[src/keygen_pkg.sv]
package keygen_pkg;

    // ======================================================================
    // Arithmetic constants
    // ======================================================================
    localparam int COEFF_W = 24;
    localparam int RAW_W   = 4;
    localparam int IDX_W   = 8;
    localparam int T1_W    = 10;
    localparam int T0_W    = 13;
    localparam int D_BITS  = 13;

    // Dilithium modulus
    localparam logic [COEFF_W-1:0] Q = 24'd8380417;

    // APB register offsets
    localparam logic [11:0] ADDR_LEVEL = 12'h000;
    localparam logic [11:0] ADDR_COUNT = 12'h004;

    // ======================================================================
    // Types
    // ======================================================================
    typedef logic [2:0] sec_level_t;
    typedef logic [3:0] eta_t;

    // Payload between eta mapping and modular add
    typedef struct packed {
        logic [COEFF_W-1:0] a;
        logic [COEFF_W-1:0] s2;
        logic [IDX_W-1:0]   idx;
    } mapped_beat_t;

    // Payload between modular add and Power2Round
    typedef struct packed {
        logic [COEFF_W-1:0] t;
        logic [IDX_W-1:0]   idx;
    } t_beat_t;

    // Level 3 uses eta 4, everything else behaves as level 2 or 5
    function automatic eta_t eta_of_level(input sec_level_t level);
        case (level)
            3'd3:    return 4'd4;
            default: return 4'd2;
        endcase
    endfunction

endpackage

[src/keygen_apb_regs.sv]
`timescale 1ns/1ps

module keygen_apb_regs #(
    parameter int APB_AW = 12
) (
    input  logic                    clk,
    input  logic                    rst_n,
    input  logic                    i_psel,
    input  logic                    i_penable,
    input  logic                    i_pwrite,
    input  logic [APB_AW-1:0]       i_paddr,
    input  logic [31:0]             i_pwdata,
    input  logic                    i_result_fire,
    output logic [31:0]             o_prdata,
    output logic                    o_pready,
    output logic                    o_pslverr,
    output keygen_pkg::eta_t        o_eta
);

    keygen_pkg::sec_level_t level_q;
    logic [31:0]            count_q;
    logic                   setup_phase;
    logic                   access_phase;
    logic                   hit_level;
    logic                   hit_count;

    assign setup_phase  = i_psel && !i_penable;
    assign access_phase = i_psel && i_penable;
    assign hit_level    = (i_paddr == APB_AW'(keygen_pkg::ADDR_LEVEL));
    assign hit_count    = (i_paddr == APB_AW'(keygen_pkg::ADDR_COUNT));

    // No wait states
    assign o_pready = 1'b1;
    assign o_eta    = keygen_pkg::eta_of_level(level_q);

    // ======================================================================
    // Register storage
    // ======================================================================
    always_ff @(posedge clk or negedge rst_n) begin
        if (!rst_n) begin
            level_q <= 3'd2;
            count_q <= '0;
        end else begin
            if (access_phase && i_pwrite && hit_level) begin
                level_q <= i_pwdata[2:0];
            end
            // Counter wraps naturally at 32 bits
            if (i_result_fire) begin
                count_q <= count_q + 32'd1;
            end
        end
    end

    // Response prepared in the setup cycle, presented in the access cycle
    always_ff @(posedge clk or negedge rst_n) begin
        if (!rst_n) begin
            o_prdata  <= '0;
            o_pslverr <= 1'b0;
        end else begin
            o_prdata  <= '0;
            o_pslverr <= setup_phase && !hit_level && !hit_count;
            if (setup_phase && !i_pwrite && hit_level) begin
                o_prdata <= {29'd0, level_q};
            end else if (setup_phase && !i_pwrite && hit_count) begin
                o_prdata <= count_q;
            end
        end
    end

    // Error response only ever lands on the access phase
    a_slverr_access: assert property (@(posedge clk) disable iff (!rst_n)
        o_pslverr |-> access_phase);

endmodule

[src/coeff_skid.sv]
`timescale 1ns/1ps

module coeff_skid #(
    parameter type PAYLOAD_T = logic [7:0]
) (
    input  logic     clk,
    input  logic     rst_n,
    input  logic     i_valid,
    input  PAYLOAD_T i_data,
    output logic     o_ready,
    output logic     o_valid,
    output PAYLOAD_T o_data,
    input  logic     i_ready
);

    PAYLOAD_T   mem [2];
    logic       wr_ptr;
    logic       rd_ptr;
    logic [1:0] count_q;
    logic       push;
    logic       pop;

    // Flags come straight from the occupancy register
    assign o_ready = (count_q != 2'd2);
    assign o_valid = (count_q != 2'd0);
    assign o_data  = mem[rd_ptr];

    assign push = i_valid && o_ready;
    assign pop  = o_valid && i_ready;

    // ======================================================================
    // Pointers and occupancy
    // ======================================================================
    always_ff @(posedge clk or negedge rst_n) begin
        if (!rst_n) begin
            wr_ptr  <= 1'b0;
            rd_ptr  <= 1'b0;
            count_q <= 2'd0;
        end else begin
            if (push) begin
                wr_ptr <= !wr_ptr;
            end
            if (pop) begin
                rd_ptr <= !rd_ptr;
            end
            case ({push, pop})
                2'b10:   count_q <= count_q + 2'd1;
                2'b01:   count_q <= count_q - 2'd1;
                default: count_q <= count_q;
            endcase
        end
    end

    always_ff @(posedge clk) begin
        if (push) begin
            mem[wr_ptr] <= i_data;
        end
    end

    // Stalled head must not change
    a_hold_stable: assert property (@(posedge clk) disable iff (!rst_n)
        (o_valid && !i_ready) |=> $stable(o_data));

endmodule

[src/eta_map_stage.sv]
`timescale 1ns/1ps

module eta_map_stage (
    input  logic                                clk,
    input  logic                                rst_n,
    input  logic                                i_valid,
    input  logic [keygen_pkg::COEFF_W-1:0]      i_a,
    input  logic [keygen_pkg::RAW_W-1:0]        i_s_raw,
    input  logic [keygen_pkg::IDX_W-1:0]        i_idx,
    input  keygen_pkg::eta_t                    i_eta,
    output logic                                o_ready,
    output logic                                o_valid,
    output keygen_pkg::mapped_beat_t            o_beat,
    input  logic                                i_ready
);

    localparam int CW = keygen_pkg::COEFF_W;

    logic          accept;
    logic [CW-1:0] eta_w;
    logic [CW-1:0] r_w;
    logic [CW-1:0] s2_mapped;

    // Register is free when empty or being drained
    assign o_ready = !o_valid || i_ready;
    assign accept  = i_valid && o_ready;

    assign eta_w = CW'(i_eta);
    assign r_w   = CW'(i_s_raw);

    // eta - r, wrapped into [0, q) when r exceeds eta
    always_comb begin
        if (r_w <= eta_w) begin
            s2_mapped = eta_w - r_w;
        end else begin
            s2_mapped = eta_w + keygen_pkg::Q - r_w;
        end
    end

    always_ff @(posedge clk or negedge rst_n) begin
        if (!rst_n) begin
            o_valid <= 1'b0;
        end else if (o_ready) begin
            o_valid <= i_valid;
        end
    end

    always_ff @(posedge clk) begin
        if (accept) begin
            o_beat.a   <= i_a;
            o_beat.s2  <= s2_mapped;
            o_beat.idx <= i_idx;
        end
    end

    // Upstream contract on incoming samples
    a_raw_range: assert property (@(posedge clk) disable iff (!rst_n)
        accept |-> ({1'b0, i_s_raw} <= {i_eta, 1'b0}));
    a_a_reduced: assert property (@(posedge clk) disable iff (!rst_n)
        accept |-> (i_a < keygen_pkg::Q));

endmodule

[src/t_add_stage.sv]
`timescale 1ns/1ps

module t_add_stage (
    input  logic                        clk,
    input  logic                        rst_n,
    input  logic                        i_valid,
    input  keygen_pkg::mapped_beat_t    i_beat,
    output logic                        o_ready,
    output logic                        o_valid,
    output keygen_pkg::t_beat_t         o_beat,
    input  logic                        i_ready
);

    localparam int CW = keygen_pkg::COEFF_W;

    logic          accept;
    logic [CW:0]   sum;
    logic [CW:0]   sum_red;
    logic [CW-1:0] t_next;

    assign o_ready = !o_valid || i_ready;
    assign accept  = i_valid && o_ready;

    // Both operands below q, so one conditional subtract suffices
    assign sum     = {1'b0, i_beat.a} + {1'b0, i_beat.s2};
    assign sum_red = sum - {1'b0, keygen_pkg::Q};
    assign t_next  = (sum >= {1'b0, keygen_pkg::Q}) ? sum_red[CW-1:0] : sum[CW-1:0];

    always_ff @(posedge clk or negedge rst_n) begin
        if (!rst_n) begin
            o_valid <= 1'b0;
        end else if (o_ready) begin
            o_valid <= i_valid;
        end
    end

    always_ff @(posedge clk) begin
        if (accept) begin
            o_beat.t   <= t_next;
            o_beat.idx <= i_beat.idx;
        end
    end

    // Holds only if the eta stage delivered reduced operands
    a_t_reduced: assert property (@(posedge clk) disable iff (!rst_n)
        o_valid |-> (o_beat.t < keygen_pkg::Q));

endmodule

[src/power2round_stage.sv]
`timescale 1ns/1ps

module power2round_stage (
    input  logic                                clk,
    input  logic                                rst_n,
    input  logic                                i_valid,
    input  keygen_pkg::t_beat_t                 i_beat,
    output logic                                o_ready,
    output logic                                o_valid,
    output logic [keygen_pkg::T1_W-1:0]         o_t1,
    output logic signed [keygen_pkg::T0_W-1:0]  o_t0,
    output logic [keygen_pkg::IDX_W-1:0]        o_idx,
    input  logic                                i_ready
);

    localparam int CW = keygen_pkg::COEFF_W;
    localparam int D  = keygen_pkg::D_BITS;

    logic                     accept;
    logic [CW:0]              t_round;
    logic [keygen_pkg::T1_W-1:0] t1_next;
    logic signed [CW+1:0]     t0_wide;

    assign o_ready = !o_valid || i_ready;
    assign accept  = i_valid && o_ready;

    // ======================================================================
    // Rounding
    // ======================================================================
    // t1 = (t + 2^(d-1) - 1) >> d, top bits are always zero for t < q
    assign t_round = {1'b0, i_beat.t} + (CW + 1)'(4095);
    assign t1_next = t_round[D +: keygen_pkg::T1_W];

    // Signed remainder t - t1 * 2^d
    assign t0_wide = $signed({2'b00, i_beat.t})
                   - $signed({3'b000, t1_next, {D{1'b0}}});

    always_ff @(posedge clk or negedge rst_n) begin
        if (!rst_n) begin
            o_valid <= 1'b0;
        end else if (o_ready) begin
            o_valid <= i_valid;
        end
    end

    always_ff @(posedge clk) begin
        if (accept) begin
            o_t1  <= t1_next;
            o_t0  <= t0_wide[keygen_pkg::T0_W-1:0];
            o_idx <= i_beat.idx;
        end
    end

    // Centered remainder range for d = 13
    a_t0_range: assert property (@(posedge clk) disable iff (!rst_n)
        accept |-> ((t0_wide >= -4095) && (t0_wide <= 4096)));

endmodule

[src/keygen_t_top.sv]
`timescale 1ns/1ps

module keygen_t_top #(
    parameter int APB_AW = 12
) (
    input  logic                                clk,
    input  logic                                rst_n,
    // APB configuration port
    input  logic                                i_psel,
    input  logic                                i_penable,
    input  logic                                i_pwrite,
    input  logic [APB_AW-1:0]                   i_paddr,
    input  logic [31:0]                         i_pwdata,
    output logic [31:0]                         o_prdata,
    output logic                                o_pready,
    output logic                                o_pslverr,
    // Coefficient input stream
    input  logic                                i_in_valid,
    input  logic [keygen_pkg::COEFF_W-1:0]      i_a,
    input  logic [keygen_pkg::RAW_W-1:0]        i_s_raw,
    input  logic [keygen_pkg::IDX_W-1:0]        i_idx,
    output logic                                o_in_ready,
    // Result stream
    output logic                                o_out_valid,
    output logic [keygen_pkg::T1_W-1:0]         o_t1,
    output logic signed [keygen_pkg::T0_W-1:0]  o_t0,
    output logic [keygen_pkg::IDX_W-1:0]        o_out_idx,
    input  logic                                i_out_ready
);

    keygen_pkg::eta_t         eta;
    keygen_pkg::mapped_beat_t map_beat;
    keygen_pkg::mapped_beat_t map_sk_beat;
    keygen_pkg::t_beat_t      t_beat;
    keygen_pkg::t_beat_t      t_sk_beat;
    logic                     map_valid;
    logic                     map_ready;
    logic                     map_sk_valid;
    logic                     map_sk_ready;
    logic                     t_valid;
    logic                     t_ready;
    logic                     t_sk_valid;
    logic                     t_sk_ready;
    wire                      result_fire = o_out_valid & i_out_ready;

    keygen_apb_regs #(.APB_AW(APB_AW)) apb_regs_i (
        .clk(clk), .rst_n(rst_n),
        .i_psel(i_psel), .i_penable(i_penable), .i_pwrite(i_pwrite),
        .i_paddr(i_paddr), .i_pwdata(i_pwdata), .i_result_fire(result_fire),
        .o_prdata(o_prdata), .o_pready(o_pready), .o_pslverr(o_pslverr),
        .o_eta(eta)
    );

    eta_map_stage eta_map_i (
        .clk(clk), .rst_n(rst_n),
        .i_valid(i_in_valid), .i_a(i_a), .i_s_raw(i_s_raw), .i_idx(i_idx),
        .i_eta(eta), .o_ready(o_in_ready),
        .o_valid(map_valid), .o_beat(map_beat), .i_ready(map_ready)
    );

    coeff_skid #(.PAYLOAD_T(keygen_pkg::mapped_beat_t)) map_skid_i (
        .clk(clk), .rst_n(rst_n),
        .i_valid(map_valid), .i_data(map_beat), .o_ready(map_ready),
        .o_valid(map_sk_valid), .o_data(map_sk_beat), .i_ready(map_sk_ready)
    );

    t_add_stage t_add_i (
        .clk(clk), .rst_n(rst_n),
        .i_valid(map_sk_valid), .i_beat(map_sk_beat), .o_ready(map_sk_ready),
        .o_valid(t_valid), .o_beat(t_beat), .i_ready(t_ready)
    );

    coeff_skid #(.PAYLOAD_T(keygen_pkg::t_beat_t)) t_skid_i (
        .clk(clk), .rst_n(rst_n),
        .i_valid(t_valid), .i_data(t_beat), .o_ready(t_ready),
        .o_valid(t_sk_valid), .o_data(t_sk_beat), .i_ready(t_sk_ready)
    );

    power2round_stage p2r_i (
        .clk(clk), .rst_n(rst_n),
        .i_valid(t_sk_valid), .i_beat(t_sk_beat), .o_ready(t_sk_ready),
        .o_valid(o_out_valid), .o_t1(o_t1), .o_t0(o_t0), .o_idx(o_out_idx),
        .i_ready(i_out_ready)
    );

endmodule

[config.mk]
export PLATFORM = sky130hd
export DESIGN_NAME = keygen_t_top
export DESIGN_NICKNAME = d
export VERILOG_FILES = /design/src/keygen_pkg.sv /design/src/keygen_apb_regs.sv /design/src/coeff_skid.sv /design/src/eta_map_stage.sv /design/src/t_add_stage.sv /design/src/power2round_stage.sv /design/src/keygen_t_top.sv
export SDC_FILE = /design/constraint.sdc
export NUM_CORES = 1
export LEC_CHECK = 0
export ABC_AREA = 1
export BUFFER_PORTS_ARGS = -buffer_cell sky130_fd_sc_hd__buf_2
export CORE_ASPECT_RATIO = 1.25
export CORE_UTILIZATION = 40
export CTS_CLUSTER_SIZE = 10
export DETAILED_ROUTE_END_ITERATION = 8
export GPL_TIMING_DRIVEN = 0
export HOLD_SLACK_MARGIN = 0.12
export PLACE_DENSITY = 0.67
export SYNTH_ARGS = -nofsm -noshare
export SYNTH_HDL_FRONTEND = slang
export SYNTH_SLANG_ARGS = --single-unit
[constraint.sdc]
create_clock -name clk -period 4.45 [get_ports clk]
set_input_delay 0.2225 -clock clk [delete_from_list [all_inputs] [get_ports clk]]
set_output_delay 0.2225 -clock clk [all_outputs]
set_load 0.005 [all_outputs]
==> metrics.cfg <==
[placement]
hpwl_mm = 20.8
gp_congestion = 0.871
dp_slack_ps = 238
dpl.cell_count = 2015
placed_area_sq_um = 16000
port_buffers = 123

[global_route]
gr-total-overflow = 0
track_usage_pct = 15.5
grt_max_degree = 76
antenna_found_initial = 0
grt_pass1_wl_mm = 46.9
grt_pass1_vias = 9893

[power_and_ir_drop]
p_sw_mw = 6.33
irDropWorstVdd_mv = 0.366
p_clk_share_pct = 18.1
leakagePower_nw = 8.00
swShare_pct = 41.7
power_mw = 15.2
internal_power_mw = 8.86
combinationalPowerShare_pct = 48.0
p_per_area_nw_per_um2 = 866
power_frac_seq_pct = 33.9

[synth]
synth_area_sq_um = 14600
synth_edf_count = 244
synthSimpleGateAreaFrac_pct = 20.5
async_flop_share_pct = 24.5
syn-mean-instance-area_sq_um = 10.3
synth_warnings = 0
syn_inst = 1414
synth_top_family_by_area = simple AND/OR/NAND/NOR gates
synthAdderAreaFrac_pct = 3.41
synth-seq-cells = 323
syn-num-nets = 1539
synth-xor-area-share_pct = 3.96
synthMuxAreaShare_pct = 0.479
synth_compound_area_share_pct = 2.60
yosysSeqAreaShare_pct = 63.7
synth_cell_type_count = 47
ys.flop_type = edfxtp_1

[layout]
final_layout_size_suffix_gt1_share_pct = 13.6
final_area_sq_um = 17500
multi_input_area_sq_um = 4570
nNetsFinal = 1755
mostFrequentLayoutCell = nand2_1
fin_util_pct = 49.2
areaGrowthSynthToFinish_pct = 20.0
diodes = 0
regArea_sq_um = 9310
final_cells = 2126
n_fill_cell = 3246
final_cell_mix = nand2_1, edfxtp_1, inv_1, buf_2, nor2_1

[clocking]
clock-sinks = 323
clkTransAtPathRegs_ps = 50
clk_path_buf_depth = 3
numCtsBuffers = 38
insertion_delay_ps = 540
cts_root_buffer = clkbuf_16
postCtsSetupBuffers = 0
cts_tree = done
htree_num_levels = 2

[worst_setup_path]
reg2reg_to = t_add_i.o_beat[24]
cp.required_ps = 4720
reg2reg_from = map_skid_i.rd_ptr
endpoint_kind = flop
crit_arrival_ps = 4300
r2r_cells = 24
crit_end = t_add_i.o_beat[24]
path_max_fanout = 10
path_class = flop to flop
ff2ff_setup_slack_ps = 430
crit_path_start = map_skid_i.rd_ptr
start_kind = flop

[timing]
max_slew_margin_pct = 25.2
fin_crit_ps = 4020
fin_crit_sh_pct = 90.4
drv_slew = 0
hold_ws_ps = 140
fin_setup_tns_ps = 0
fmax_ghz = 0.249
worstMarginPinSlew_ps = 1120
skew_ps = 23.1
fin_ws_ps = 427
rsz0062_at_grt = no
timing.final.hold_violations = 0
finalSetupViolCount = 0

[floorplan]
die_area_sq_um = 37300
dieHeight_um = 216
die_x_um = 173
initial_core_util_pct = 41.0
coreArea_sq_um = 35600
rows = 77
io_pins = 154

[detailed_routing]
vias_per_cell = 4.63
first_pass_iters = 5
drt_iter0_markers = 401
drc = 0
wl_mm = 28.2
wl_per_cell_um = 13.2
ant_nets = 0
num_vias = 9851

[status]
outcome = completed

[min_path]
hold_class = input pin to flop

[job]
max_cap_viol_count = 0

layout make-up:
cell class	instances	share of cell area, %
clock buffers	58	5.97
clock inverters	4	0.250
inverters	176	3.77
flip-flops and latches	323	53.0
repair buffers	176	6.82
plain buffers	25	0.727
multi-input cells	890	26.0
well taps	474	3.38
worst min-delay path by stage:
stage                            endpoint  slack (ps)       start  depth (start not counted)
floorplan           apb_regs_i.count_q[0]         -70       rst_n                          0
finish                eta_map_i.o_beat[8]         140  i_s_raw[0]                          3
detailed placement          p2r_i.o_valid          60       rst_n                          1
global route          eta_map_i.o_beat[8]         150  i_s_raw[0]                          3
global placement      eta_map_i.o_beat[5]         400    i_idx[5]                          1
CTS                   eta_map_i.o_beat[8]         120  i_s_raw[0]                          3
cell families after synthesis:
| logic type | count (synthesis) |
|---|---|
| adders and majority gates | 38 |
| and+or+nand+nor | 708 |
| buffers and inverters | 201 |
| other | 1 |
| muxes | 7 |
| xor gates and xnor gates | 66 |
| AOI/OAI and AO/OA | 70 |
| DFF | 323 |
power by group through the flow:
stage / clock network, mW / registers [mW] / logic, mW
floorplan: 0 / 5.17 / 5.44
global route: 2.94 / 5.25 / 8.44
detailed placement: 0 / 5.22 / 7.28
CTS: 2.82 / 5.16 / 7.35
global placement: 0 / 5.22 / 7.07
finish: 2.74 / 5.15 / 7.29
sequential cells by signal (all words and copies together), names as in the netlist, 8 cells and up:
register and flops:
map_skid_i.mem 80, apb_regs_i.count_q 32, t_skid_i.mem 62, apb_regs_i.o_prdata 32, p2r_i.o_t1 10, eta_map_i.o_beat 40, p2r_i.o_t0 13, p2r_i.o_idx 8
t_add_i.o_beat 31
repair_timing:
action / in CTS / in global routing
hold buffers: 49 / 0
gates resized for setup: 0 / 7
endpoints found under the hold margin: 119 / 0
endpoints found under the setup margin: 0 / 20
critical path, stage by stage (launching register included):
cell and delay [ps]:
dfrtp_1 320, clkbuf_1 250, clkinv_1 220, buf_2 260
nand2_1 90, nand2_1 50, ha_1 290, fa_1 460
nand2_2 130, nand2_2 90, nand3_1 90, nand2_1 110
nand2_1 100, nand2_1 80, nand2_1 80, nand2_2 90
nor2_2 160, nand2_1 80, nor2_2 220, nand2_2 90
nand2_2 90, nand2_4 80, buf_4 190, nand3_1 70
nand2_1 70
cells in the mapped netlist, types with 15 or more instances:
library cell	n	area [sq um]
nor2_1	95	357
nand3_1	85	425
clkbuf_1	15	56.3
dfrtp_1	78	1950
nand2_1	444	1670
nor3_1	18	90.1
edfxtp_1	244	7330
xor2_1	62	543
inv_1	172	646
o21ai_0	25	125
a21oi_1	30	150
ha_1	35	438
nand4_1	18	113
metal layers:
metal | wire length [um] | track usage, % | vias to the layer above
li1 | - | - | 5058
met1 | 11600 | 17.4 | 4524
met2 | 14400 | 28.7 | 212
met3 | 1180 | 2.64 | 57
met4 | 956 | 6.55 | 0
met5 | 0 | 0 | -
Power figures use the tool's default switching activity.
